`src/logic/npc_pkg.sv`:
```
// Fixed RV64I widths and codes; br_kind_e needs 4 bits to hold its nine kinds
`default_nettype none

package npc_pkg;

  localparam int XLEN       = 64;
  localparam int ILEN       = 32;
  localparam int DMEM_DEPTH = 32;                      // Doublewords

  localparam logic [XLEN-1:0] RESET_PC = 64'h8000_0000;

  localparam logic [6:0] OPC_LUI    = 7'b0110111;
  localparam logic [6:0] OPC_AUIPC  = 7'b0010111;
  localparam logic [6:0] OPC_JAL    = 7'b1101111;
  localparam logic [6:0] OPC_JALR   = 7'b1100111;
  localparam logic [6:0] OPC_BRANCH = 7'b1100011;
  localparam logic [6:0] OPC_LOAD   = 7'b0000011;
  localparam logic [6:0] OPC_STORE  = 7'b0100011;
  localparam logic [6:0] OPC_OP_IMM = 7'b0010011;
  localparam logic [6:0] OPC_OP     = 7'b0110011;

  typedef enum logic [2:0] {
    ALU_ADD, ALU_SUB, ALU_SLT, ALU_SLTU,
    ALU_AND, ALU_OR, ALU_XOR, ALU_PASS_B
  } alu_op_e;

  // Conditional kinds compare rs1 against rs2
  typedef enum logic [3:0] {
    BR_NONE, BR_JAL, BR_JALR,
    BR_EQ, BR_NE, BR_LT, BR_GE, BR_LTU, BR_GEU
  } br_kind_e;

  typedef enum logic {
    A_RS1, A_PC
  } a_sel_e;

  typedef enum logic [1:0] {
    B_RS2, B_IMM, B_FOUR
  } b_sel_e;

endpackage

`default_nettype wire

```
`src/logic/npc_datamem.sv`:
```
// Doubleword access only; address bits outside 7:3 are ignored and contents start unknown
`timescale 1ns/100ps
`default_nettype none

module npc_datamem (
  input  wire logic                     i_clk,
  input  wire logic                     i_rst_n,
  input  wire logic [npc_pkg::XLEN-1:0] i_addr,
  input  wire logic [npc_pkg::XLEN-1:0] i_wdata,
  input  wire logic                     i_wen,
  output logic [npc_pkg::XLEN-1:0]      o_rdata
);

  localparam int IW = $clog2(npc_pkg::DMEM_DEPTH);

  logic [npc_pkg::XLEN-1:0] mem [npc_pkg::DMEM_DEPTH];
  logic [IW-1:0]            idx;

  assign idx = i_addr[3 +: IW];                        // Doubleword index

  assign o_rdata = mem[idx];

  always_ff @(posedge i_clk) begin
    if (i_wen && i_rst_n) begin                        // Held off during reset
      mem[idx] <= i_wdata;
    end
  end

endmodule

`default_nettype wire

```
`config.mk`:
```
export PLATFORM = sky130hd
export DESIGN_NAME = npc_datamem
export DESIGN_NICKNAME = d
export VERILOG_FILES = /design/src/logic/npc_pkg.sv /design/src/logic/npc_datamem.sv
export SDC_FILE = /design/constraint.sdc
export NUM_CORES = 1
export LEC_CHECK = 0
export BUFFER_PORTS_ARGS = -buffer_cell sky130_fd_sc_hd__buf_2
export CORE_ASPECT_RATIO = 0.7
export CORE_UTILIZATION = 48
export DETAILED_ROUTE_END_ITERATION = 10
export PLACE_DENSITY = 0.65
export SLEW_MARGIN = 20
export SYNTH_ARGS = -nofsm -noshare
export SYNTH_HDL_FRONTEND = slang
export SYNTH_SLANG_ARGS = --single-unit
export TNS_END_PERCENT = 5
```
`constraint.sdc`:
```
create_clock -name i_clk -period 21.8 [get_ports i_clk]
set_input_delay 6.54 -clock i_clk [delete_from_list [all_inputs] [get_ports i_clk]]
set_output_delay 6.54 -clock i_clk [all_outputs]
set_load 0.05 [all_outputs]
```
Yosys cells after proc, flatten, opt, wreduce, memory -nomap -nowiden
Memories as Yosys holds them, arrays and structs flattened.
Index checks and enable logic that the tools add are counted.
{"block": "word_totals", "register_bits": 0, "word_cells": 4, "mem_bits_rw": 2048, "n_memories": 1, "in_bits": 131}
{"block": "classes", "n_reduce_logical": 1, "muxes": 2}
{"name": "mem", "words": 32, "width": 64, "read_ports": 1, "rd_ports_with_merged_regs": 0, "wr": 1, "line_no": "npc_datamem.sv:16", "text": "logic [npc_pkg::XLEN-1:0] mem [npc_pkg::DMEM_DEPTH];"}
{"op": "1-bit 2-to-1 mux", "n": 2}
{"op": "1-bit logical AND", "n": 1}

Longest topological paths before layout
{"block": "logic_depth", "ltp_word": 3, "depth_mapped": 8, "depth_no_buf": 4}

Least setup slack after synthesis
Ideal clock, no wire load.
{"block": "synth_path", "path_type": "input to output", "start": "input port i_addr[4] (netlist name)", "end": "output port o_rdata[10] (netlist name)", "arrival_ns": 8.125, "t_required_ns": 15.260, "n_path_buf": 3, "setup_slack_ns": 7.135, "stages": 7, "cell_sequence": "clkbuf_1 -> buf_4 -> clkbuf_1 -> mux2i_1 -> o22ai_1 -> nor4_1 -> nand2_1"}
{"block": "synth_via", "elab_chain_cells": 1}
{"item": "start, declared", "line_no": "npc_datamem.sv:8", "text": "input wire logic [npc_pkg::XLEN-1:0] i_addr,"}
{"item": "memory 32 x 64 bit"}
{"item": "end, declared", "line_no": "npc_datamem.sv:11", "text": "output logic [npc_pkg::XLEN-1:0] o_rdata"}
Every way passes these cells.

Worst setup path in the final report
{"block": "layout_path", "start": "input port i_addr[4] (netlist name)", "end": "output port o_rdata[13] (netlist name)"}
The elaborated chain is that of the path after synthesis.

==> results.txt <==
The synthesized area divided by synthesized cell count is 19.0 um2, and the setup TNS is 0 ns. Subtracting the final worst setup slack from the clock period gives 16.94 ns. The tools report the initial core utilization as 48.3%.

The flow ran to the end, and the final reports show no timing, DRC or antenna violations. After Yosys synthesis, XOR and XNOR cells account for 0% of the synthesized area. The maximum clock path buffer count is 3, and the max-slew headroom at the worst pin is 22.1%. Type of the worst setup path: primary input to primary output. In the post-synthesis netlist, the biggest area contributors are edfxtp_1 79%, mux2i_1 13%, o22ai_1 4.1%, buf_2 1.2%, nor4_1 1.0%. For this run, the leading register cell type out of synthesis is edfxtp_1.

Entering global routing, the biggest net connects 129 pins. The proportion of synthesized flip-flops having asynchronous set or reset is 0%. The fraction of layout instances using a drive strength above 1 works out to 11.9%. The signal on the critical path passes through buf_12, buf_4, buf_4, mux2i_1, o22ai_1, nor4_1, nand2_1, buf_2. The synthesis-stage register bit count came out at 2048. Dividing the detail-routed wire length by the instance count gives 30.5 um. TritonCTS created 183 clock buffers. In the final layout, the registers with the most flip-flops are mem x2048. The via count of the first global-routing pass was 38100; the signal arrival time at the worst endpoint was 10.40 ns.

Across every metal layer, demand over resource in global routing totals 24.2%. The stage delay of the slowest cell on the critical path is 0.83 ns, and the total wirelength of the detailed-routed design is 200000 um. The row count was 123; the post-route standard cell area excluding fillers was 0.0867 mm2. Most frequently used cell type in the post-synthesis netlist: edfxtp_1. In this run the number of H-tree levels came out at 4. Of the total synthesized cell area, the portion taken by AND, OR, NAND and NOR gates is 1.82%.

The placed instances occupy a cell area of 0.0809 mm2. The layout has 12300 filler cells. The commonest cells after synthesis are 2048 x edfxtp_1, 1024 x mux2i_1, 512 x o22ai_1. The synthesized-area fraction occupied by ao, oa, aoi and oai cells came out at 4.13%. More flip-flops sit in one register than any other, and that register is mem. The number of setup buffers added after CTS is 0.

The register with the most flip-flops in the layout has 2048 of them. The tools report the number of nets produced by synthesis as 4205. Count of pins on the block boundary: 195. The worst setup path is captured at a primary output.

The detailed router placed 40100 vias in this run. Setup violations remaining at the end of the flow were counted as 0. The total of max-cap violations came out at 0. The core box area was 0.161 mm2; the number of pins with negative max-slew slack in the final report was 0. The Yosys warning count is 0, and the area share of the leading cell type in the synthesized netlist is 79.3%. Registers take 0.0615 mm2. The worst hold path depth was 1. CTS saw 2048 sinks. Setup repair after global routing left no endpoint under its margin.

The floorplan step defined a die boundary enclosing 0.163 mm2. After clock tree synthesis, the clock-pin slew on the worst setup and hold paths is 0.06 ns. For the number of standard cells in the final layout excluding fillers, the log shows 6550. The path with the worst hold slack has its endpoint at mem[8][17]. For the leakage power, the log shows 29.7 nW. Measured along the x axis, the die boundary spans 483 um. Area used by multi-input combinational logic: 0.0152 mm2. The proportion of synthesized chip area in sequential cells was 79.3%. STA classifies the critical path startpoint as a primary input.

TritonCTS built the clock tree. The run gives 15.26 ns as the required arrival time at the worst endpoint. Synthesis produced 4074 cells. After the last flow step, the layout net total stands at 4395. In the finished design, the share of the clock period the worst path needs comes to 77.7%.

The cell area that synthesis handed to floorplanning was 0.0776 mm2. Across the VDD grid, the largest voltage drop is 0.0815 mV. The highest net fanout along the worst path was 104. Port buffering added 135 buffers. Once placement completed, the tool counted placed cells totaling 6203. After synthesis, the largest family of logic cells by area is multiplexers. Relative to the synthesized area, the layout overhead comes to 11.8%. The tightest min-delay check is of the primary input to flip-flop type. The run gives 280000 um as the wire length of the first global-routing pass. Yosys mapped a number of flops with a built-in enable equal to 2048. In the synthesized netlist, mux cells make up 13.2% of the area. The root buffer cell chosen for the clock tree is clkbuf_16. The tools report the placer's final routability congestion estimate as 0.749. The hold path startpoint was i_wdata[17]. The initial antenna violation count is 21, and the synthesized-area fraction occupied by adder cells is 0%. The pin slew with the least headroom to its limit is 1.17 ns, and the total overflow reported by the global router is 0. The initial detailed-routing violation count came out at 4811. Summed over all instances, the cell type with the most area after synthesis is edfxtp_1. The HPWL after detailed placement is 95900 um. Maximum operating frequency: 0.0590 GHz. Worst-path cell with the longest stage delay: buf_4. The power per cell area is 91.2 mW/mm2. The detail-routed via count per cell works out to 6.12. The first TritonRoute pass finished after 6 iterations. The number of gates resized after CTS was 0. After detailed routing, the number of remaining DRC violations is 0. The number of hold violations in the final report came out at 0. Among the stages of the critical path, the cell type that occurs most often is buf_4. From bottom edge to top edge, the die measures 338 um. The remaining antenna violation count came out at 0. The logs give 21 for the count of cell types in the netlist and 0 for the hold buffer count at cts.
## cell usage in the layout, fill, tap and decap left out, drive strengths merged
cell type	instances
or3b	2
or4	1
nor3	4
or4b	4
edfxtp	2048
nand4bb	6
or3	2
nand3b	2
o22ai	512
nor2	30
clkinv	83
nor4	128
nand2	68
mux2i	1024
clkbuf	225
clkinvlp	2
nand4	2
nand4b	5
diode	11
nand3	1
buf	240
bufinv	15
inv	10
## layer usage
metal / global-route usage [%] / routed length (um)
met4: 6.84 / 4570
met2: 36.5 / 91200
met3: 4.11 / 17100
met1: 36.1 / 86700
met5: 0 / 82
## worst max-delay path, delay by kind of cell
| kind | cells | cell delay, ns |
|---|---|---|
| buffers and inverters | 4 | 2.42 |
| AND/OR/NAND/NOR | 2 | 0.85 |
| AO/OA/AOI/OAI | 1 | 0.10 |
| multiplexers | 1 | 0.29 |
## logic make-up after synthesis
logic type	count (synthesis)
buffers and inverters	235
DFF	2048
and+or+nand+nor	255
AOI/OAI and AO/OA	512
muxes	1024
## final cells by class
cell class	instances	area share (%)
Antenna cell	11	0.0317
Clock buffer	225	5.46
Clock inverter	110	1.17
Multi-Input combinational cell	1791	17.5
Sequential cell	2048	70.9
Tap cell	2125	3.07
Timing Repair Buffer	240	1.84
## per-stage QoR
step                      util [%]  hold slack [ns]  worst slack, ns  total power, W
final                         54.0             6.21             4.86         0.00791
after global routing          54.0             6.20             4.65         0.00812
after CTS                     54.0             6.14             4.90         0.00795
after detailed placement      50.4             7.04             4.93         0.00484
after global placement        50.4             7.02             4.91         0.00483
after floorplan                  -             6.64             7.14         0.00469
## where the power goes
group / total, W / internal [W] / switching (W) / leakage (nW)
Sequential: 0.00436 / 0.00436 / 0.00000575 / 18.4
Combinational: 0.000390 / 0.000108 / 0.000282 / 8.51
Clock: 0.00315 / 0.00173 / 0.00143 / 2.80
Total: 0.00791 / 0.00619 / 0.00171 / 29.7
## worst max path at each step
stage,depth (start not counted),endpoint,start
6_report,8,o_rdata[13],i_addr[4]
4_1_cts,8,o_rdata[13],i_addr[4]
3_5_place_dp,8,o_rdata[13],i_addr[4]
5_1_grt,8,o_rdata[13],i_addr[4]
2_1_floorplan,7,o_rdata[10],i_addr[4]
3_3_place_gp,8,o_rdata[13],i_addr[4]
(Power assumes the default switching activity.)
