[src/logic/npc_pkg.sv]
// Fixed RV64I widths and codes; br_kind_e needs 4 bits to hold its nine kinds
`default_nettype none

package npc_pkg;

  localparam int XLEN       = 64;
  localparam int ILEN       = 32;
  localparam int DMEM_DEPTH = 32;                      // Doublewords

  localparam logic [XLEN-1:0] RESET_PC = 64'h8000_0000;

  localparam logic [6:0] OPC_LUI    = 7'b0110111;
  localparam logic [6:0] OPC_AUIPC  = 7'b0010111;
  localparam logic [6:0] OPC_JAL    = 7'b1101111;
  localparam logic [6:0] OPC_JALR   = 7'b1100111;
  localparam logic [6:0] OPC_BRANCH = 7'b1100011;
  localparam logic [6:0] OPC_LOAD   = 7'b0000011;
  localparam logic [6:0] OPC_STORE  = 7'b0100011;
  localparam logic [6:0] OPC_OP_IMM = 7'b0010011;
  localparam logic [6:0] OPC_OP     = 7'b0110011;

  typedef enum logic [2:0] {
    ALU_ADD, ALU_SUB, ALU_SLT, ALU_SLTU,
    ALU_AND, ALU_OR, ALU_XOR, ALU_PASS_B
  } alu_op_e;

  // Conditional kinds compare rs1 against rs2
  typedef enum logic [3:0] {
    BR_NONE, BR_JAL, BR_JALR,
    BR_EQ, BR_NE, BR_LT, BR_GE, BR_LTU, BR_GEU
  } br_kind_e;

  typedef enum logic {
    A_RS1, A_PC
  } a_sel_e;

  typedef enum logic [1:0] {
    B_RS2, B_IMM, B_FOUR
  } b_sel_e;

endpackage

`default_nettype wire

[src/logic/npc_gpr.sv]
// x0 is hardwired to zero; reads see the value from before this cycle's write
`timescale 1ns/100ps
`default_nettype none

module npc_gpr (
  input  wire logic                      i_clk,
  input  wire logic                      i_rst_n,
  input  wire logic [4:0]                i_rs1,
  input  wire logic [4:0]                i_rs2,
  input  wire logic [4:0]                i_rd,
  input  wire logic [npc_pkg::XLEN-1:0]  i_wdata,
  input  wire logic                      i_wen,
  output logic [npc_pkg::XLEN-1:0]       o_rs1_data,
  output logic [npc_pkg::XLEN-1:0]       o_rs2_data
);

  logic [npc_pkg::XLEN-1:0] regs [1:31];               // No storage for x0

  always_ff @(posedge i_clk or negedge i_rst_n) begin
    if (!i_rst_n) begin
      for (int i = 1; i < 32; i++) begin
        regs[i] <= '0;
      end
    end else if (i_wen && (i_rd != 5'd0)) begin
      regs[i_rd] <= i_wdata;
    end
  end

  assign o_rs1_data = (i_rs1 == 5'd0) ? '0 : regs[i_rs1];
  assign o_rs2_data = (i_rs2 == 5'd0) ? '0 : regs[i_rs2];

endmodule

`default_nettype wire

[config.mk]
export PLATFORM = sky130hd
export DESIGN_NAME = npc_gpr
export DESIGN_NICKNAME = d
export VERILOG_FILES = /design/src/logic/npc_pkg.sv /design/src/logic/npc_gpr.sv
export SDC_FILE = /design/constraint.sdc
export NUM_CORES = 2
export LEC_CHECK = 0
export BUFFER_PORTS_ARGS = -buffer_cell sky130_fd_sc_hd__buf_2
export CORE_ASPECT_RATIO = 1.1
export CORE_UTILIZATION = 64
export DETAILED_ROUTE_END_ITERATION = 10
export GPL_ROUTABILITY_DRIVEN = 0
export HOLD_SLACK_MARGIN = 0.05
export PLACE_DENSITY_LB_ADDON = 0.15
export SLEW_MARGIN = 30
export SYNTH_ARGS = -nofsm -noshare
export SYNTH_HDL_FRONTEND = slang
export SYNTH_SLANG_ARGS = --single-unit
[constraint.sdc]
create_clock -name i_clk -period 3.3 [get_ports i_clk]
set_clock_uncertainty 0.05 [all_clocks]
set_input_delay 0.495 -clock i_clk [delete_from_list [all_inputs] [get_ports i_clk]]
set_output_delay 0.495 -clock i_clk [all_outputs]
set_load 0.005 [all_outputs]
### Word level (Yosys, flattened, before mapping)

Cells that the tools add are included.

* flip-flop bits (word level): 1984
* memories kept: 0
* memory bits (writable): 0
* bits in read-only memories: 0
* bits in latches: 0
* bits of input ports: 82

* order comparisons: 4
* divide/modulo/power cells: 0
* bitwise logic cells: 3
* mux-type cells: 11
* reduce and logical (&&, ||, !) cells: 5
* shifts and indexed selects: 0
* eq/ne operators: 0
* multipliers: 0
* $add $sub $neg: 0

Operators with widths (count)
* $bwmux W1984: 1
* $bmux W64 S5: 2
* $mux W64: 7
* $demux W64 S5: 1
* $ge A6 B6 Y1 const B: 3
* $not A5 Y6: 3
* $logic_not A5 Y1: 2
* $lt A6 B1 Y1 const B: 1
* $reduce_bool A5 Y1: 1
* $logic_and A1 B1 Y1: 2

### Longest topological paths before layout

* depth in word-level cells: 6
* mapped depth: 10
* mapped depth without buffers: 5

### Worst setup path after synthesis

No wires, ideal clock.

* path type: input -> output
* start: input i_rs2[1]
* end: output o_rs2_data[5] (netlist name)
* setup slack: 0.603 ns
* required time: 2.755 ns
* arrival: 2.152 ns
* stages on the path: 8
* path through: buf_2 buf_2 buf_2 buf_1 mux4_2 mux2_2 o211ai_1 o21ai_0

* longest elaborated chain between the ends: 5
* elaborated cells between the ends (all ways): 6
* those cells by class: 4 x mux; 1 x bitwise; 1 x reduce/logical

Ends and longest elaborated chain
* start, declared: line npc_gpr.sv:9 `input wire logic [4:0] i_rs2,`
* $not A5 Y6 (not written as such): line npc_gpr.sv:30 `assign o_rs2_data = (i_rs2 == 5'd0) ? '0 : regs[i_rs2];`
* $bmux W64 S5: line npc_gpr.sv:30
* $mux W64 (not written as such) (2 in series): line npc_gpr.sv:30
* $mux W64 *: line npc_gpr.sv:30
* end, declared: line npc_gpr.sv:14 `output logic [npc_pkg::XLEN-1:0] o_rs2_data`

Mark *: on every way between the ends. The rest lies on a longest branch, timed or not. The select of a mux whose other input is x is not followed.

### Worst setup path in the final report

* start: register regs[476] (netlist name)
* end: output o_rs2_data[28] (netlist name)

* longest elaborated chain between the ends: 4

Ends and longest elaborated chain
* start, declared: line npc_gpr.sv:17 `logic [npc_pkg::XLEN-1:0] regs [1:31];`
* start signal, assigned by index: line npc_gpr.sv:25 `regs[i_rd] <= i_wdata;`
* $bmux W64 S5: line npc_gpr.sv:30
* $mux W64 (not written as such) (2 in series): line npc_gpr.sv:30
* $mux W64: line npc_gpr.sv:30

No other way between the ends. The select of a mux whose other input is x is not followed.

==> flow_summary.json <==
{
  "outcome": "completed",
  "powerDensity_nw_per_um2": 601,
  "synthTopCellsByCount": "mux2_2 (2,178), dfrtp_1 (1,984), mux4_2 (748), mux2i_1 (458), clkbuf_1 (446)",
  "die-area_um2": 168000,
  "fin_cells": 9924,
  "syn_inst": 7449,
  "crit_path_max_fanout": 3,
  "cpPeakStageDelay_ns": 0.47,
  "finalCriticalPeriod_ns": 3.29,
  "clkTransAtPathRegs_ns": 0.06,
  "viasPerCell": 7.33,
  "drv_slew": 0,
  "yosysMostFrequentCell": "mux2_2",
  "die-width_um": 391,
  "r2r_cells": 1,
  "post-place-ws_ns": 0.000336,
  "ys.flop_type": "dfrtp_1",
  "core_area_um2": 165000,
  "grtUsageTotal_pct": 40.6,
  "cts_tree": "yes",
  "peakVddDrop_mv": 0.679,
  "drc_errors": 0,
  "syn_to_final_growth_pct": 12.9,
  "drive_gt1_share_pct": 52.1,
  "placed_cells": 9540,
  "clk_latency_ns": 0.86,
  "wl_per_cell_um": 34.0,
  "maxSlewHeadroom_pct": 32.2,
  "synth_top_area_cell": "dfrtp_1",
  "crit_family": "multiplexers",
  "p_leak_nw": 53.4,
  "r2r_end": "regs[1795]",
  "fin_crit_sh_pct": 99.7,
  "ant_nets": 0,
  "cts_sinks": 1984,
  "crit_required_ns": 2.75,
  "yosysSeqAreaShare_pct": 46.5,
  "hpwl_um": 204000,
  "num_vias": 72700,
  "postCtsSetupBuffers": 0,
  "detailedRoute.firstIterationViolations": 8226,
  "largest_register_ffs": 1984,
  "crit_chain": "mux4_2 > mux2_4 > o211ai_1 > o21ai_2 > buf_2",
  "finalSetupViolCount": 0,
  "syn_area_per_cell_um2": 14.3,
  "port_buffers": 209,
  "row_count": 156,
  "fin_tns_setup_ns": 0,
  "end_kind": "output port",
  "rsz0062_at_grt": "false",
  "synth_seq_cells": 1984,
  "fp.dieH_um": 430,
  "max_freq_mhz": 304,
  "syn-cell-area_um2": 107000,
  "grt_pass1_vias": 74700,
  "grt_antenna_before_repair": 20,
  "min_path_type": "input port to async pin",
  "finalHoldViolCount": 0,
  "grt_max_degree": 146,
  "overflow": 0,
  "htreeDepth": 4,
  "path_buf_inv": 1,
  "synth_edf_count": 0,
  "final_util_pct": 73.0,
  "reg_top3": "regs (1984)",
  "cts_buffers": 202,
  "fin_ws_ns": 0.00829,
  "start_util_pct": 64.7,
  "fillerInstances": 10500,
  "worst_pin_slew_ns": 1.01,
  "syn_nets": 7531,
  "ios": 210,
  "slowest_stage": "mux4_2",
  "r2r_setup_slack_ns": 2.42,
  "routed_wl_um": 337000,
  "synth_top_area_share_pct": 46.5,
  "maxCapViolCount": 0,
  "ys_async_sr_fraction_pct": 100,
  "dr.pass1.iters": 6,
  "cts_root_buf": "clkbuf_16",
  "final_nets": 7615,
  "cp-start-kind": "register",
  "yosysWarnings": 0,
  "synth_area_leaders": "dfrtp_1 (47%), mux2_2 (23%), mux4_2 (16%), mux2i_1 (4.3%), clkbuf_1 (1.6%)",
  "worst_r2r_startpoint": "regs[1795]",
  "cp.arrival_ns": 2.75,
  "cts_buffer_depth": 3,
  "synth_cell_types": 44,
  "grt_pass1_wl_um": 501000,
  "largest-register": "regs",
  "worstSetupPathType": "register to output port"
}
==> cells by family after synthesis <==
logic type             count (synthesis)  share of synthesized area [%]
AOI/OAI and AO/OA                    651                           4.21
and+or+nand+nor                      620                           2.69
buffers and inverters                803                           3.37
muxes                               3391                           43.2
DFF                                 1984                           46.5
==> where the power goes <==
part | switching, mW | leakage, nW | internal, mW
logic | 6.23 | 24.5 | 9.12
registers | 3.70 | 25.4 | 29.1
clock network | 10.0 | 3.48 | 14.2
total | 19.9 | 53.4 | 52.4
==> what timing repair did <==
item | in CTS | in global routing
endpoints found under the hold margin | 570 | 0
hold buffers | 1 | 0
endpoints found under the setup margin | 14 | 8
gates resized for setup | 17 | 9
==> cell usage in the layout, fill, tap and decap left out, types with 79 or more instances in the layout <==
cell type,count
a21oi_1,121
a221oi_1,119
buf_12,196
buf_2,198
buf_4,276
clkbuf_16,210
dfrtp_1,1984
mux2_2,2177
mux2i_1,458
mux4_2,748
nand2_1,239
nor2_1,89
nor2b_1,111
nor3_1,88
o211ai_1,79
o21ai_0,92
==> metal layers <==
metal | vias to the layer above | global-route usage, % | part of all wire [%]
met4 | 22 | 18.4 | 5.0
met2 | 4169 | 62.0 | 46
met1 | 38900 | 56.3 | 39
met3 | 968 | 8.77 | 9.8
li1 | 28600 | - | -
met5 | - | 0 | 0.044
==> worst max path at each step <==
| stage | start | endpoint | slack [ns] | cells after the start |
|---|---|---|---|---|
| 5_1_grt | regs[471] | o_rs2_data[23] | 0.001 | 6 |
| 6_report | regs[476] | o_rs2_data[28] | 0.008 | 5 |
| 2_1_floorplan | i_rs2[1] | o_rs2_data[5] | 0.60 | 8 |
| 3_5_place_dp | i_rs1[1] | o_rs1_data[56] | 0.0003 | 7 |
| 3_3_place_gp | i_rs1[1] | o_rs1_data[56] | 0.03 | 7 |
| 4_1_cts | regs[1568] | o_rs1_data[32] | 0.003 | 6 |
==> layout make-up <==
class                      instances  area [um2]  area share [%]
multi-input combinational       4662       53800            44.7
antenna                           12        30.0          0.0249
timing repair buffer             682        7150            5.94
sequential                      1984       49600            41.2
tap                             2212        2770            2.30
clock inverter                    67         798           0.663
inverter                           1        6.26         0.00520
clock buffer                     304        6200            5.15
==> stage by stage <==
stage | hold WS, ns | cell area [um2] | total power, mW
after detailed placement | 0.428 | 113000 | 48.1
after CTS | 0.143 | 120000 | 72.1
after floorplan | 0.149 | 107000 | 43.0
final | 0.165 | 120000 | 72.3
after global placement | 0.442 | 113000 | 47.2
after global routing | 0.199 | 120000 | 74.9
Note: power is estimated with default switching activity, not from simulation.
