`config.mk`:
```
export PLATFORM = sky130hd
export DESIGN_NAME = npc_exu
export DESIGN_NICKNAME = d
export VERILOG_FILES = /design/src/logic/npc_pkg.sv /design/src/logic/npc_exu.sv
export SDC_FILE = /design/constraint.sdc
export NUM_CORES = 1
export LEC_CHECK = 0
export BUFFER_PORTS_ARGS = -buffer_cell sky130_fd_sc_hd__clkbuf_2
export CAP_MARGIN = 20
export CORE_ASPECT_RATIO = 1.1
export CORE_MARGIN = 2
export CORE_UTILIZATION = 25
export DETAILED_ROUTE_END_ITERATION = 6
export SYNTH_ARGS = -nofsm -noshare
export SYNTH_HDL_FRONTEND = slang
export SYNTH_SLANG_ARGS = --single-unit
```
`constraint.sdc`:
```
create_clock -name vclk -period 18.25
set_input_delay 2.7375 -clock vclk [all_inputs]
set_output_delay 2.7375 -clock vclk [all_outputs]
set_load 0.05 [all_outputs]
```
`src/logic/npc_pkg.sv`:
```
// Fixed RV64I widths and codes; br_kind_e needs 4 bits to hold its nine kinds
`default_nettype none

package npc_pkg;

  localparam int XLEN       = 64;
  localparam int ILEN       = 32;
  localparam int DMEM_DEPTH = 32;                      // Doublewords

  localparam logic [XLEN-1:0] RESET_PC = 64'h8000_0000;

  localparam logic [6:0] OPC_LUI    = 7'b0110111;
  localparam logic [6:0] OPC_AUIPC  = 7'b0010111;
  localparam logic [6:0] OPC_JAL    = 7'b1101111;
  localparam logic [6:0] OPC_JALR   = 7'b1100111;
  localparam logic [6:0] OPC_BRANCH = 7'b1100011;
  localparam logic [6:0] OPC_LOAD   = 7'b0000011;
  localparam logic [6:0] OPC_STORE  = 7'b0100011;
  localparam logic [6:0] OPC_OP_IMM = 7'b0010011;
  localparam logic [6:0] OPC_OP     = 7'b0110011;

  typedef enum logic [2:0] {
    ALU_ADD, ALU_SUB, ALU_SLT, ALU_SLTU,
    ALU_AND, ALU_OR, ALU_XOR, ALU_PASS_B
  } alu_op_e;

  // Conditional kinds compare rs1 against rs2
  typedef enum logic [3:0] {
    BR_NONE, BR_JAL, BR_JALR,
    BR_EQ, BR_NE, BR_LT, BR_GE, BR_LTU, BR_GEU
  } br_kind_e;

  typedef enum logic {
    A_RS1, A_PC
  } a_sel_e;

  typedef enum logic [1:0] {
    B_RS2, B_IMM, B_FOUR
  } b_sel_e;

endpackage

`default_nettype wire

```
`src/logic/npc_exu.sv`:
```
// Branch flags always compare rs1 with rs2, whatever the ALU operation selected
`timescale 1ns/100ps
`default_nettype none

module npc_exu (
  input  wire logic [npc_pkg::XLEN-1:0] i_rs1_data,
  input  wire logic [npc_pkg::XLEN-1:0] i_rs2_data,
  input  wire logic [npc_pkg::XLEN-1:0] i_imm,
  input  wire logic [npc_pkg::XLEN-1:0] i_pc,
  input  npc_pkg::a_sel_e               i_a_sel,
  input  npc_pkg::b_sel_e               i_b_sel,
  input  npc_pkg::alu_op_e              i_alu_op,
  output logic [npc_pkg::XLEN-1:0]      o_result,
  output logic                          o_less,
  output logic                          o_less_u,
  output logic                          o_zero
);

  localparam int XW = npc_pkg::XLEN;

  logic [XW-1:0] op_a;
  logic [XW-1:0] op_b;
  logic [XW:0]   diff;                                 // Extra bit holds the borrow

  assign op_a = (i_a_sel == npc_pkg::A_PC) ? i_pc : i_rs1_data;

  always_comb begin
    case (i_b_sel)
      npc_pkg::B_IMM:  op_b = i_imm;
      npc_pkg::B_FOUR: op_b = XW'(4);
      default:         op_b = i_rs2_data;
    endcase
  end

  always_comb begin
    case (i_alu_op)
      npc_pkg::ALU_SUB:    o_result = op_a - op_b;
      npc_pkg::ALU_SLT:    o_result = XW'($signed(op_a) < $signed(op_b));
      npc_pkg::ALU_SLTU:   o_result = XW'(op_a < op_b);
      npc_pkg::ALU_AND:    o_result = op_a & op_b;
      npc_pkg::ALU_OR:     o_result = op_a | op_b;
      npc_pkg::ALU_XOR:    o_result = op_a ^ op_b;
      npc_pkg::ALU_PASS_B: o_result = op_b;
      default:             o_result = op_a + op_b;
    endcase
  end

  assign diff     = {1'b0, i_rs1_data} - {1'b0, i_rs2_data};
  assign o_zero   = (diff[XW-1:0] == '0);
  assign o_less_u = diff[XW];
  // Signs differ: rs1 is less when negative; else the difference sign decides
  assign o_less   = (i_rs1_data[XW-1] != i_rs2_data[XW-1]) ? i_rs1_data[XW-1]
                                                            : diff[XW-1];

endmodule

`default_nettype wire

```
Word level (Yosys, flattened, before mapping)
Cells that the tools add are included.
Storage, ports and cells
  register bits after elaboration: 0
  input bits: 262
  output and inout port bits: 67
  logic and storage cells: 23
Operators by class
  $add $sub $neg: 3
  magnitude comparators: 2
  equality and inequality tests: 10
  muxes and demuxes: 4
  bitwise operators: 3
  reductions and logical operators: 1
Operator list (count)
  case mux 64 bit (7 select lines): 1
  less-than comparator 64 bit: 2
  case mux 64 bit (2 select lines): 1
  subtractor 64 x 64 -> 65 bit: 1
  adder 64 bit: 1
  AND 64 bit: 1
  zero test 64 bit: 1
  2-to-1 mux 64 bit: 1
  OR 64 bit: 1
  subtractor 64 bit: 1
  bitwise XOR 64 bit: 1
  equality test 3 bit, second input constant: 4
  equality test 3 x 2 -> 1 bit, second input constant: 2
  equality test 3 x 1 -> 1 bit, second input constant: 1
  equality test 2 x 1 -> 1 bit, second input constant: 1
  equality test 2 bit, second input constant: 1
  2-to-1 mux 1 bit: 1
  != test 1 bit: 1

Depth between registers and ports, before layout
  word-level depth: 4
  mapped depth: 27
  gate-level depth less buffers: 26

Worst setup path before layout
OpenSTA, ideal clock, no wires.
  path kind: input -> output
  from: in i_b_sel[0]
  to: out o_result[57] in the netlist's numbering
  arrival time: 8.568 ns
  data required time: 15.512 ns
  setup slack: 6.944 ns
  cell stages on the path: 23
  path buffers: 5
  cells stage by stage: inv_1 > ha_1 > nor2b_1 > clkbuf_1 > clkbuf_1 > buf_1 > buf_1 > a22oi_1 > inv_1 > ha_1 > clkbuf_1 > or4_1 > nor2_1 > a221oi_1 > o211ai_1 > a311oi_1 > o31a_1 > o41ai_1 > a31o_2 > a21oi_1 > o21ai_0 > xor2_1 > o21ai_0
On the way
  word-level cells in the longest chain between the ends: 4
  elaborated cells between the ends (all ways): 9
  classes of those cells: add/sub: 2; eq/ne: 2; mux: 2; bitwise: 3
Ends and longest elaborated chain
  from (decl): line npc_exu.sv:11  | input npc_pkg::b_sel_e i_b_sel,
  equality test 2 bit or equality test 2 x 1 -> 1 bit (tied branches): line npc_exu.sv:28  | case (i_b_sel)
  case mux 64 bit (2 select lines) *: line npc_exu.sv:28
  adder 64 bit (tied with other cells): line npc_exu.sv:44  | default: o_result = op_a + op_b;
  case mux 64 bit (7 select lines) *: line npc_exu.sv:36  | case (i_alu_op)
  to (decl): line npc_exu.sv:13  | output logic [npc_pkg::XLEN-1:0] o_result,
Every way passes the cells marked *; elsewhere a longest branch is shown, timed or not.

Worst setup path after layout
  from: in i_rs2_data[3] in the netlist's numbering
  to: out o_zero
On the way
  word-level cells in the longest chain between the ends: 2
Ends and longest elaborated chain
  from (decl): line npc_exu.sv:7  | input wire logic [npc_pkg::XLEN-1:0] i_rs2_data,
  subtractor 64 x 64 -> 65 bit: line npc_exu.sv:48  | assign diff = {1'b0, i_rs1_data} - {1'b0, i_rs2_data};
  zero test 64 bit: line npc_exu.sv:49  | assign o_zero = (diff[XW-1:0] == '0);
  to (decl): line npc_exu.sv:16  | output logic o_zero
Every way passes these cells.

==> impl_metrics.json <==
{
  "grt_antenna_before_repair": 2,
  "cts_setup_buffers": 0,
  "io_pins": 329,
  "viasPerCell": 5.80,
  "num-clock-buffers": 0,
  "utilization_pct": 28.7,
  "wl_met3_um": 6720,
  "dp_hpwl_um": 73800,
  "status": "finished with violations",
  "rsz0062_at_grt": "no",
  "final_max_slew_viol_count": 0,
  "crit_required_ns": 15.51,
  "slowest_stage": "o31ai_1",
  "critPathLaunchType": "primary input",
  "cts_resized": 0,
  "hold_path.class": "primary input to output port",
  "met2_length_um": 41100,
  "yosysSeqAreaShare_pct": 0,
  "setup_violations": 0,
  "finalCriticalPeriod_ns": 12.48,
  "finalSetupTns_ns": 0,
  "tightest_slew_ns": 1.09,
  "nets": 3443,
  "min_period_over_period_pct": 68.4,
  "yosysUniqueCellTypes": 84,
  "drt_wl_total_um": 88600,
  "port_buffers": 329,
  "drv_cap": 0,
  "grt_usage_pct": 23.4,
  "yosysWarnings": 0,
  "failed_checks": "design-rule violations",
  "met1_length_um": 37700,
  "cp.arrival_ns": 9.74,
  "synth_area_um2": 17200,
  "vias": 22300,
  "placed_area_um2": 19500,
  "slew_headroom_pct": 27.0,
  "path_max_fanout": 5,
  "grt_pass1_vias": 20400,
  "drc": 6,
  "endpoint_kind": "output port",
  "timing.final.ws_setup_ns": 5.77,
  "overflow": 0,
  "p_leak_uw": 0.00917,
  "dieHeight_um": 279,
  "crit_top_cell": "a21oi_1",
  "rows": 100,
  "highest_layer": "met4",
  "ir_drop_mv": 0.0317,
  "start_util_pct": 25.4,
  "diodes": 0,
  "core_um2": 67900,
  "final_hold_viol_count": 0,
  "avgSynthCellArea_um2": 6.28,
  "detail-route-antenna-nets": 0,
  "clock.fmax_mhz": 80.1,
  "die_area_um2": 71000,
  "dp_slack_ns": 5.89,
  "syn2layout_area_growth_pct": 13.2,
  "synthCells": 2746,
  "powerDensity_nw_per_um2": 52.4,
  "hold_buffers": 0,
  "drive_above_1_share_pct": 15.5,
  "seq_cell_count": 0,
  "grt_max_degree": 77,
  "slowest_delay_ns": 0.60,
  "syn_nets": 3271,
  "wl_per_cell_um": 23.1,
  "grt_pass1_wl_um": 129000,
  "drt-initial-drc-count": 2765,
  "seq_area_um2": 0,
  "fin_area_um2": 19500,
  "gp_congestion": 0.981,
  "critPathKind": "primary input to output port",
  "whs_ns": 6.04,
  "die_w_um": 254,
  "dr.pass1.iters": 7
}
==> layer usage <==
layer | up-vias | track usage [%]
li1 | 10300 | -
met1 | 10500 | 32.1
met2 | 1229 | 39.4
met3 | 162 | 1.50
met4 | 0 | 6.37
met5 | - | 0
==> cell usage in the layout (no fill, tap or decap), types with 42 or more instances in the layout <==
master,Yosys,routed
a211oi_1,42,42
a21o_1,48,48
a21oi_1,353,353
a22oi_1,68,68
clkbuf_2,0,326
ha_1,259,258
inv_1,300,299
mux2_2,51,51
nand2_1,194,194
nand3_1,44,44
nand4_1,42,42
nor2_1,280,278
nor3_1,47,47
o21ai_0,217,217
o21bai_1,47,47
xnor2_1,45,45
==> worst max-delay path, delay by kind of cell <==
kind,cells,cell delay (ns)
and+or+nand+nor,8,1.93
adders and majority gates,2,0.83
buffers and inverters,3,0.49
AOI/OAI and AO/OA,15,3.73
==> final timing paths <==
path,startpoint,endpoint,cells after the start
worst max-delay path,i_rs2_data[3],o_zero,28
worst min-delay path,i_rs1_data[63],o_less_u,4
==> Yosys cell counts, types with 11 or more instances <==
| master | count | area, µm² |
|---|---|---|
| o21bai_1 | 47 | 353 |
| a221oi_1 | 11 | 96.3 |
| nor3_1 | 47 | 235 |
| xnor2_1 | 45 | 394 |
| nand2b_1 | 28 | 175 |
| xor2_1 | 18 | 158 |
| mux4_2 | 12 | 270 |
| buf_1 | 22 | 82.6 |
| o22ai_1 | 35 | 219 |
| nand3_1 | 44 | 220 |
| nor2_1 | 280 | 1050 |
| o31ai_1 | 27 | 203 |
| inv_1 | 300 | 1130 |
| a31oi_1 | 35 | 219 |
| o211ai_1 | 40 | 300 |
| o221ai_1 | 11 | 96.3 |
| o21a_1 | 22 | 165 |
| or2_2 | 13 | 81.3 |
| mux2i_1 | 18 | 180 |
| clkbuf_1 | 145 | 544 |
| o21ai_0 | 217 | 1090 |
| and3_1 | 24 | 150 |
| ha_1 | 259 | 3240 |
| nand2_1 | 194 | 728 |
| a21oi_1 | 353 | 1770 |
| a21o_1 | 48 | 360 |
| a21boi_0 | 13 | 97.6 |
| or3_1 | 18 | 113 |
| a22oi_1 | 68 | 510 |
| a211oi_1 | 42 | 315 |
| nor4_1 | 30 | 188 |
| nand4_1 | 42 | 263 |
| mux2_2 | 51 | 574 |
| nor2b_1 | 21 | 131 |
==> per-stage QoR <==
step / instances / total power (µW)
3_3_place_gp: 3834 / 999
6_report: 3834 / 1020
4_1_cts: 3834 / 1000
2_1_floorplan: 2746 / 691
3_5_place_dp: 3834 / 994
5_1_grt: 3834 / 1090
==> power breakdown <==
group	total [µW]	switching (µW)	internal (µW)	leakage (µW)
clock	0	0	0	0
sequential	0	0	0	0
combinational	1020	701	320	0.00917
total	1020	701	320	0.00917
==> kinds of logic (layout without fill, tap and decap cells) <==
logic type               Yosys count  in the layout  share of synthesized area [%]
XOR/XNOR                          63             63                           3.20
AND/OR/NAND/NOR                  781            781                           21.5
multiplexers                      81             81                           5.95
adder cells (fa/ha/maj)          263            263                           19.3
AO/OA/AOI/OAI                   1084           1084                           39.8
buffers and inverters            474            644                           10.4
==> final cells by class <==
class	instances	area, µm²
Fill cell	7647	48400
Timing Repair Buffer	342	1750
Tap cell	918	1150
Multi-Input combinational cell	2272	15500
Inverter	302	1130
No activity file was read; power rests on OpenSTA's default activity.
