--- src/logic/npc_pkg.sv ---
// Fixed RV64I widths and codes; br_kind_e needs 4 bits to hold its nine kinds
`default_nettype none

package npc_pkg;

  localparam int XLEN       = 64;
  localparam int ILEN       = 32;
  localparam int DMEM_DEPTH = 32;                      // Doublewords

  localparam logic [XLEN-1:0] RESET_PC = 64'h8000_0000;

  localparam logic [6:0] OPC_LUI    = 7'b0110111;
  localparam logic [6:0] OPC_AUIPC  = 7'b0010111;
  localparam logic [6:0] OPC_JAL    = 7'b1101111;
  localparam logic [6:0] OPC_JALR   = 7'b1100111;
  localparam logic [6:0] OPC_BRANCH = 7'b1100011;
  localparam logic [6:0] OPC_LOAD   = 7'b0000011;
  localparam logic [6:0] OPC_STORE  = 7'b0100011;
  localparam logic [6:0] OPC_OP_IMM = 7'b0010011;
  localparam logic [6:0] OPC_OP     = 7'b0110011;

  typedef enum logic [2:0] {
    ALU_ADD, ALU_SUB, ALU_SLT, ALU_SLTU,
    ALU_AND, ALU_OR, ALU_XOR, ALU_PASS_B
  } alu_op_e;

  // Conditional kinds compare rs1 against rs2
  typedef enum logic [3:0] {
    BR_NONE, BR_JAL, BR_JALR,
    BR_EQ, BR_NE, BR_LT, BR_GE, BR_LTU, BR_GEU
  } br_kind_e;

  typedef enum logic {
    A_RS1, A_PC
  } a_sel_e;

  typedef enum logic [1:0] {
    B_RS2, B_IMM, B_FOUR
  } b_sel_e;

endpackage

`default_nettype wire

--- src/logic/npc_pc.sv ---
// PC advances every clock out of reset; jalr target has bit 0 cleared, no alignment trap
`timescale 1ns/100ps
`default_nettype none

module npc_pc (
  input  wire logic                     i_clk,
  input  wire logic                     i_rst_n,
  input  npc_pkg::br_kind_e             i_br_kind,
  input  wire logic [npc_pkg::XLEN-1:0] i_imm,
  input  wire logic [npc_pkg::XLEN-1:0] i_rs1_data,
  input  wire logic                     i_less,
  input  wire logic                     i_less_u,
  input  wire logic                     i_zero,
  output logic [npc_pkg::XLEN-1:0]      o_pc
);

  logic                     take_rel;
  logic [npc_pkg::XLEN-1:0] jalr_tgt;
  logic [npc_pkg::XLEN-1:0] pc_next;

  always_comb begin
    case (i_br_kind)
      npc_pkg::BR_JAL: take_rel = 1'b1;
      npc_pkg::BR_EQ:  take_rel = i_zero;
      npc_pkg::BR_NE:  take_rel = !i_zero;
      npc_pkg::BR_LT:  take_rel = i_less;
      npc_pkg::BR_GE:  take_rel = !i_less;
      npc_pkg::BR_LTU: take_rel = i_less_u;
      npc_pkg::BR_GEU: take_rel = !i_less_u;
      default:         take_rel = 1'b0;
    endcase
  end

  assign jalr_tgt = (i_rs1_data + i_imm) & ~npc_pkg::XLEN'(1);

  assign pc_next = (i_br_kind == npc_pkg::BR_JALR) ? jalr_tgt :
                   take_rel                        ? o_pc + i_imm :
                                                     o_pc + npc_pkg::XLEN'(4);

  always_ff @(posedge i_clk or negedge i_rst_n) begin
    if (!i_rst_n) begin
      o_pc <= npc_pkg::RESET_PC;
    end else begin
      o_pc <= pc_next;
    end
  end

endmodule

`default_nettype wire

--- config.mk ---
export PLATFORM = sky130hd
export DESIGN_NAME = npc_pc
export DESIGN_NICKNAME = d
export VERILOG_FILES = /design/src/logic/npc_pkg.sv /design/src/logic/npc_pc.sv
export SDC_FILE = /design/constraint.sdc
export NUM_CORES = 1
export LEC_CHECK = 0
export ABC_AREA = 0
export BUFFER_PORTS_ARGS = -buffer_cell sky130_fd_sc_hd__buf_2
export CAP_MARGIN = 20
export CORE_ASPECT_RATIO = 1.2
export CORE_MARGIN = 2
export CORE_UTILIZATION = 46
export CTS_BUF_LIST = sky130_fd_sc_hd__clkbuf_2 sky130_fd_sc_hd__clkbuf_4 sky130_fd_sc_hd__clkbuf_8
export DETAILED_ROUTE_END_ITERATION = 6
export HOLD_SLACK_MARGIN = 0.15
export PLACE_DENSITY = 0.68
export REMOVE_ABC_BUFFERS = 1
export SLEW_MARGIN = 20
export SYNTH_ARGS = -nofsm -noshare
export SYNTH_HDL_FRONTEND = slang
export SYNTH_SLANG_ARGS = --single-unit
export TNS_END_PERCENT = 5
--- constraint.sdc ---
create_clock -name i_clk -period 4.74 [get_ports i_clk]
set_input_delay 0.474 -clock i_clk [delete_from_list [all_inputs] [get_ports i_clk]]
set_output_delay 0.474 -clock i_clk [all_outputs]
set_load 0.01 [all_outputs]
* Word level (Yosys, flattened, before mapping)
Cells that the tools add are included.
** Operators by class
- Add/sub/neg operators :: 3
- Muxes and demuxes :: 3
- Reduce and logical (&&, ||, !) cells :: 3
- Equal/unequal tests :: 8
** Operator list (count)
- adder 64 bit :: 2
- two-way mux 64 bit :: 2
- adder 64 x 3 -> 64 bit, second input constant :: 1
- equality test 4 x 3 -> 1 bit, second input constant :: 4
- equality test 4 x 2 -> 1 bit, second input constant :: 2
- case mux 1 bit (7 select lines) :: 1
- equality test 4 x 1 -> 1 bit, second input constant :: 1
- equality test 4 bit, second input constant :: 1
- zero test 1 bit :: 3
** Word-level totals
- Word-level logic and storage cells :: 18
- Input bits :: 137
- Register bits :: 64
- Output and inout port bits :: 64

* Longest topological paths before layout
- Word-level depth :: 4
- Gate-level depth with buffers :: 13

* Least setup slack after synthesis
Ideal clock, no wire load.
- Path kind :: input-to-reg
- From :: input port i_imm[0] (netlist bit)
- To :: register o_pc[56] (netlist bit)
- Slack :: 1696 ps
- Setup time :: 91 ps
- Stages :: 13
- Arrival time :: 2953 ps
- Cells stage by stage :: ha_1 > inv_1 > fa_1 > nor2b_1 > o2111ai_1 > a211oi_1 > o211ai_1 > nand3_1 > a21oi_1 > o31ai_1 > a221oi_1 > xor2_1 > o221ai_1
** Between the ends
- Word-level cells in the longest chain between the ends :: 3
- Elaborated cells on any way between the ends :: 4
** Ends and longest elaborated chain
- start: declaration :: line npc_pc.sv:9 : input wire logic [npc_pkg::XLEN-1:0] i_imm,
- adder 64 bit :: line npc_pc.sv:37 : take_rel ? o_pc + i_imm :
- two-way mux 64 bit :: line npc_pc.sv:37
- two-way mux 64 bit * :: line npc_pc.sv:36 : assign pc_next = (i_br_kind == npc_pkg::BR_JALR) ? jalr_tgt :
- named net pc_next, one bit :: line npc_pc.sv:19 : logic [npc_pkg::XLEN-1:0] pc_next;
- end signal: assignment :: line npc_pc.sv:42 : o_pc <= npc_pkg::RESET_PC;
- end signal: assignment :: line npc_pc.sv:44 : o_pc <= pc_next;
- end: declaration :: line npc_pc.sv:14 : output logic [npc_pkg::XLEN-1:0] o_pc
Mark *: on every way through the listed nets, which the timed path passes. The rest lies on a longest branch.

* Final worst setup path
- From :: register o_pc[0] (netlist bit)
- To :: register o_pc[56] (netlist bit)
** Between the ends
- Word-level cells in the longest chain between the ends :: 3
- Elaborated cells on any way between the ends :: 4
** Ends and longest elaborated chain (line)
- adder 64 x 3 -> 64 bit or adder 64 bit (tied branches) :: npc_pc.sv:38, npc_pc.sv:37
- two-way mux 64 bit * :: npc_pc.sv:37
- two-way mux 64 bit * :: npc_pc.sv:36
- named net pc_next, one bit :: npc_pc.sv:19
Marks and branches as above.

==> results.py <==
metrics = {
    "logic_synthesis": {
        "synth.avg_cell_area_sq_um": 7.48,
        "synth-main-ff-cell": "dfrtp_1",
        "synth-edff-count": 0,
        "netlist_area_sq_um": 11600,
        "ys_ff_latch": 64,
        "ys_top_cells_by_area": "dfrtp_1 14%, ha_1 14%, xnor2_1 7.6%, a21oi_1 7.2%, a21o_1 6.0%",
        "postSynth.asyncResetShare": 1.00,
        "yosysSeqAreaShare": 0.138,
        "synth_common_cells": "167 x a21oi_1, 155 x nand2_1, 126 x ha_1, 110 x nor2_1, 101 x xnor2_1",
        "synth_top_area_frac": 0.136,
        "synth_area_leader_cell": "dfrtp_1",
        "yosysMostFrequentCell": "a21oi_1",
        "synthDistinctLibCells": 90,
        "syn_inst": 1552,
        "synth_warnings": 0,
    },
    "floorplanning": {
        "start_util": 0.469,
        "die-area_sq_um": 26500,
        "dieWidth_um": 149,
        "rows": 63,
        "coreArea_sq_um": 24800,
        "io_pins": 201,
        "fp.dieH_um": 178,
    },
    "placement": {
        "post-dp-hpwl_mm": 34.1,
        "io_buffers": 200,
        "gp_congestion": 1.02,
    },
    "power": {
        "max-vdd-ir-drop_mv": 0.258,
        "netSwitchingFraction": 0.538,
        "clkPwrFrac": 0.072,
        "p_int_uw": 3140,
        "p_total_uw": 6800,
        "p_seq_frac": 0.189,
        "pwr-share-comb": 0.739,
        "p_sw_uw": 3660,
        "p_per_area_nw_per_um2": 522,
        "leakage_uw": 0.00589,
    },
    "final_layout": {
        "reg_top3": "o_pc (64)",
        "fillers": 2521,
        "area_delta_synth_final_pct": 12.3,
        "utilization": 0.527,
        "regMostFlops": "o_pc",
        "num_antenna_cells": 0,
        "multiInputGateArea_sq_um": 9650,
        "drive_gt1_frac": 0.161,
        "largest_reg_flops": 64,
        "final_nets": 1970,
        "seqCellArea_sq_um": 1600,
    },
    "sta": {
        "min_period_over_period": 0.776,
        "max_freq_ghz": 0.272,
        "slew_headroom": 0.394,
        "rsz0062_at_grt": "no",
        "drv_slew": 0,
        "hold_viol": 0,
        "worstMarginPinSlew_ns": 0.909,
        "fin_skew_ns": 0.0194,
        "fin_crit_ns": 3.68,
        "setup_viol": 0,
    },
    "drt": {
        "avgRoutedWirePerCell_um": 20.7,
        "via_per_inst": 6.33,
        "drt-initial-drc-count": 782,
        "vias": 12900,
        "ant_nets": 0,
        "drc": 0,
        "totalWireLength_mm": 42.1,
        "dr.pass1.iters": 5,
    },
    "worst_setup_path": {
        "arrival_ns": 3.99,
        "worst_setup_path_start_kind": "register",
        "path_class": "register to register",
        "crit_fanout": 5,
        "required_ns": 5.05,
        "cp-end-kind": "register",
    },
    "clocking": {
        "clock_sinks": 64,
        "numCtsBuffers": 9,
        "clockBufferDepth": 2,
        "htree_num_levels": 3,
        "post_cts_resize_count": 0,
        "cts_root_buffer": "clkbuf_8",
        "tritoncts": "done",
        "holdBufCountCts": 1,
        "path_clk_slew_ns": 0.08,
        "post_cts_buffers": 0,
        "clock_latency_ns": 0.41,
    },
    "outcome": {
        "status": "finished clean",
    },
    "grt": {
        "track_usage": 0.310,
        "grt_antenna_before_repair": 1,
        "grt_pass1_wl_mm": 64.0,
        "grt_pass1_vias": 12200,
        "grt_max_degree": 62,
        "grt_overflow": 0,
    },
    "run": {
        "maxCapViolCount": 0,
    },
    "min_path": {
        "hold_class": "input pin to register",
    },
}
[power by group through the flow]
stage / combinational [uW] / clock, uW / sequential (uW)
4_1_cts: 4960 / 495 / 1280
3_5_place_dp: 4920 / 0 / 1290
6_report: 5030 / 488 / 1290
5_1_grt: 5490 / 511 / 1330
3_3_place_gp: 4910 / 0 / 1290
2_1_floorplan: 3510 / 0 / 1290
[per-layer routing]
layer	vias to the layer above	track usage	routed length, um
li1	6139	-	-
met1	6032	0.379	17100
met2	559	0.519	19500
met3	140	0.0417	2970
met4	2	0.181	2500
met5	-	0	16
[path summary, 6_finish.rpt]
kind | start | endpoint | slack (ns) | cells after the start
min in group asynchronous | i_rst_n | o_pc[13] | 0.66 | 2
max | o_pc[0] | o_pc[56] | 1.06 | 13
max reg2reg | o_pc[0] | o_pc[56] | 1.06 | 13
min | i_rs1_data[63] | o_pc[63] | 0.47 | 4
max in group asynchronous | i_rst_n | o_pc[31] | 3.03 | 3
min reg2reg | o_pc[0] | o_pc[0] | 0.58 | 2
[per-stage QoR]
stage          std cells  area (sq um)  hold slack [ns]  setup slack (ns)  setup TNS, ns
3_3_place_gp        2018         12800            0.562              1.03              0
5_1_grt             2034         13000            0.492             0.712              0
3_5_place_dp        2018         12800            0.573             0.939              0
6_report            2034         13000            0.474              1.06              0
2_1_floorplan       1481         11300            0.178             -2.31         -57.38
4_1_cts             2034         13000            0.450              1.09              0
[worst max-delay path: stages, from the launching register on]
cell       delay, ns
dfrtp_1         0.40
ha_1            0.21
inv_1           0.06
fa_1            0.40
nor2b_1         0.17
o2111ai_1       0.20
a211oi_1        0.42
o211ai_1        0.16
nand3_1         0.22
a21oi_1         0.24
o31ai_1         0.57
a221oi_1        0.20
xor2_1          0.17
o221ai_1        0.18
[cell type report]
cell class              count  area share
clock inverters             3     0.00134
repair buffers            213      0.0845
well taps                 325      0.0312
multi-input cells        1390       0.740
inverters                  27     0.00778
flip-flops and latches     64       0.123
clock buffers              12      0.0122
[cells by family after synthesis]
group | count (synthesis) | synth area share
fa+ha+maj | 128 | 0.139
compound gates | 572 | 0.332
buf+inv | 98 | 0.0328
flops | 64 | 0.138
mux | 4 | 0.00345
xor+xnor | 175 | 0.132
simple gates | 511 | 0.222
[placed cells by master (no fill, tap or decap), drive strengths merged, types with 13 or more instances in the layout]
| master | count |
|---|---|
| nand2 | 156 |
| inv | 27 |
| a211oi | 36 |
| ha | 126 |
| o211ai | 19 |
| xor2 | 74 |
| and3 | 25 |
| o21a | 15 |
| nor3 | 31 |
| o21bai | 18 |
| buf | 212 |
| xnor2 | 101 |
| o31ai | 13 |
| and2 | 20 |
| a21oi | 171 |
| nor2 | 111 |
| a21o | 92 |
| a31oi | 14 |
| nand4 | 44 |
| o21ai | 103 |
| dfrtp | 63 |
| nand3 | 46 |
Power figures use the tool's default switching activity.
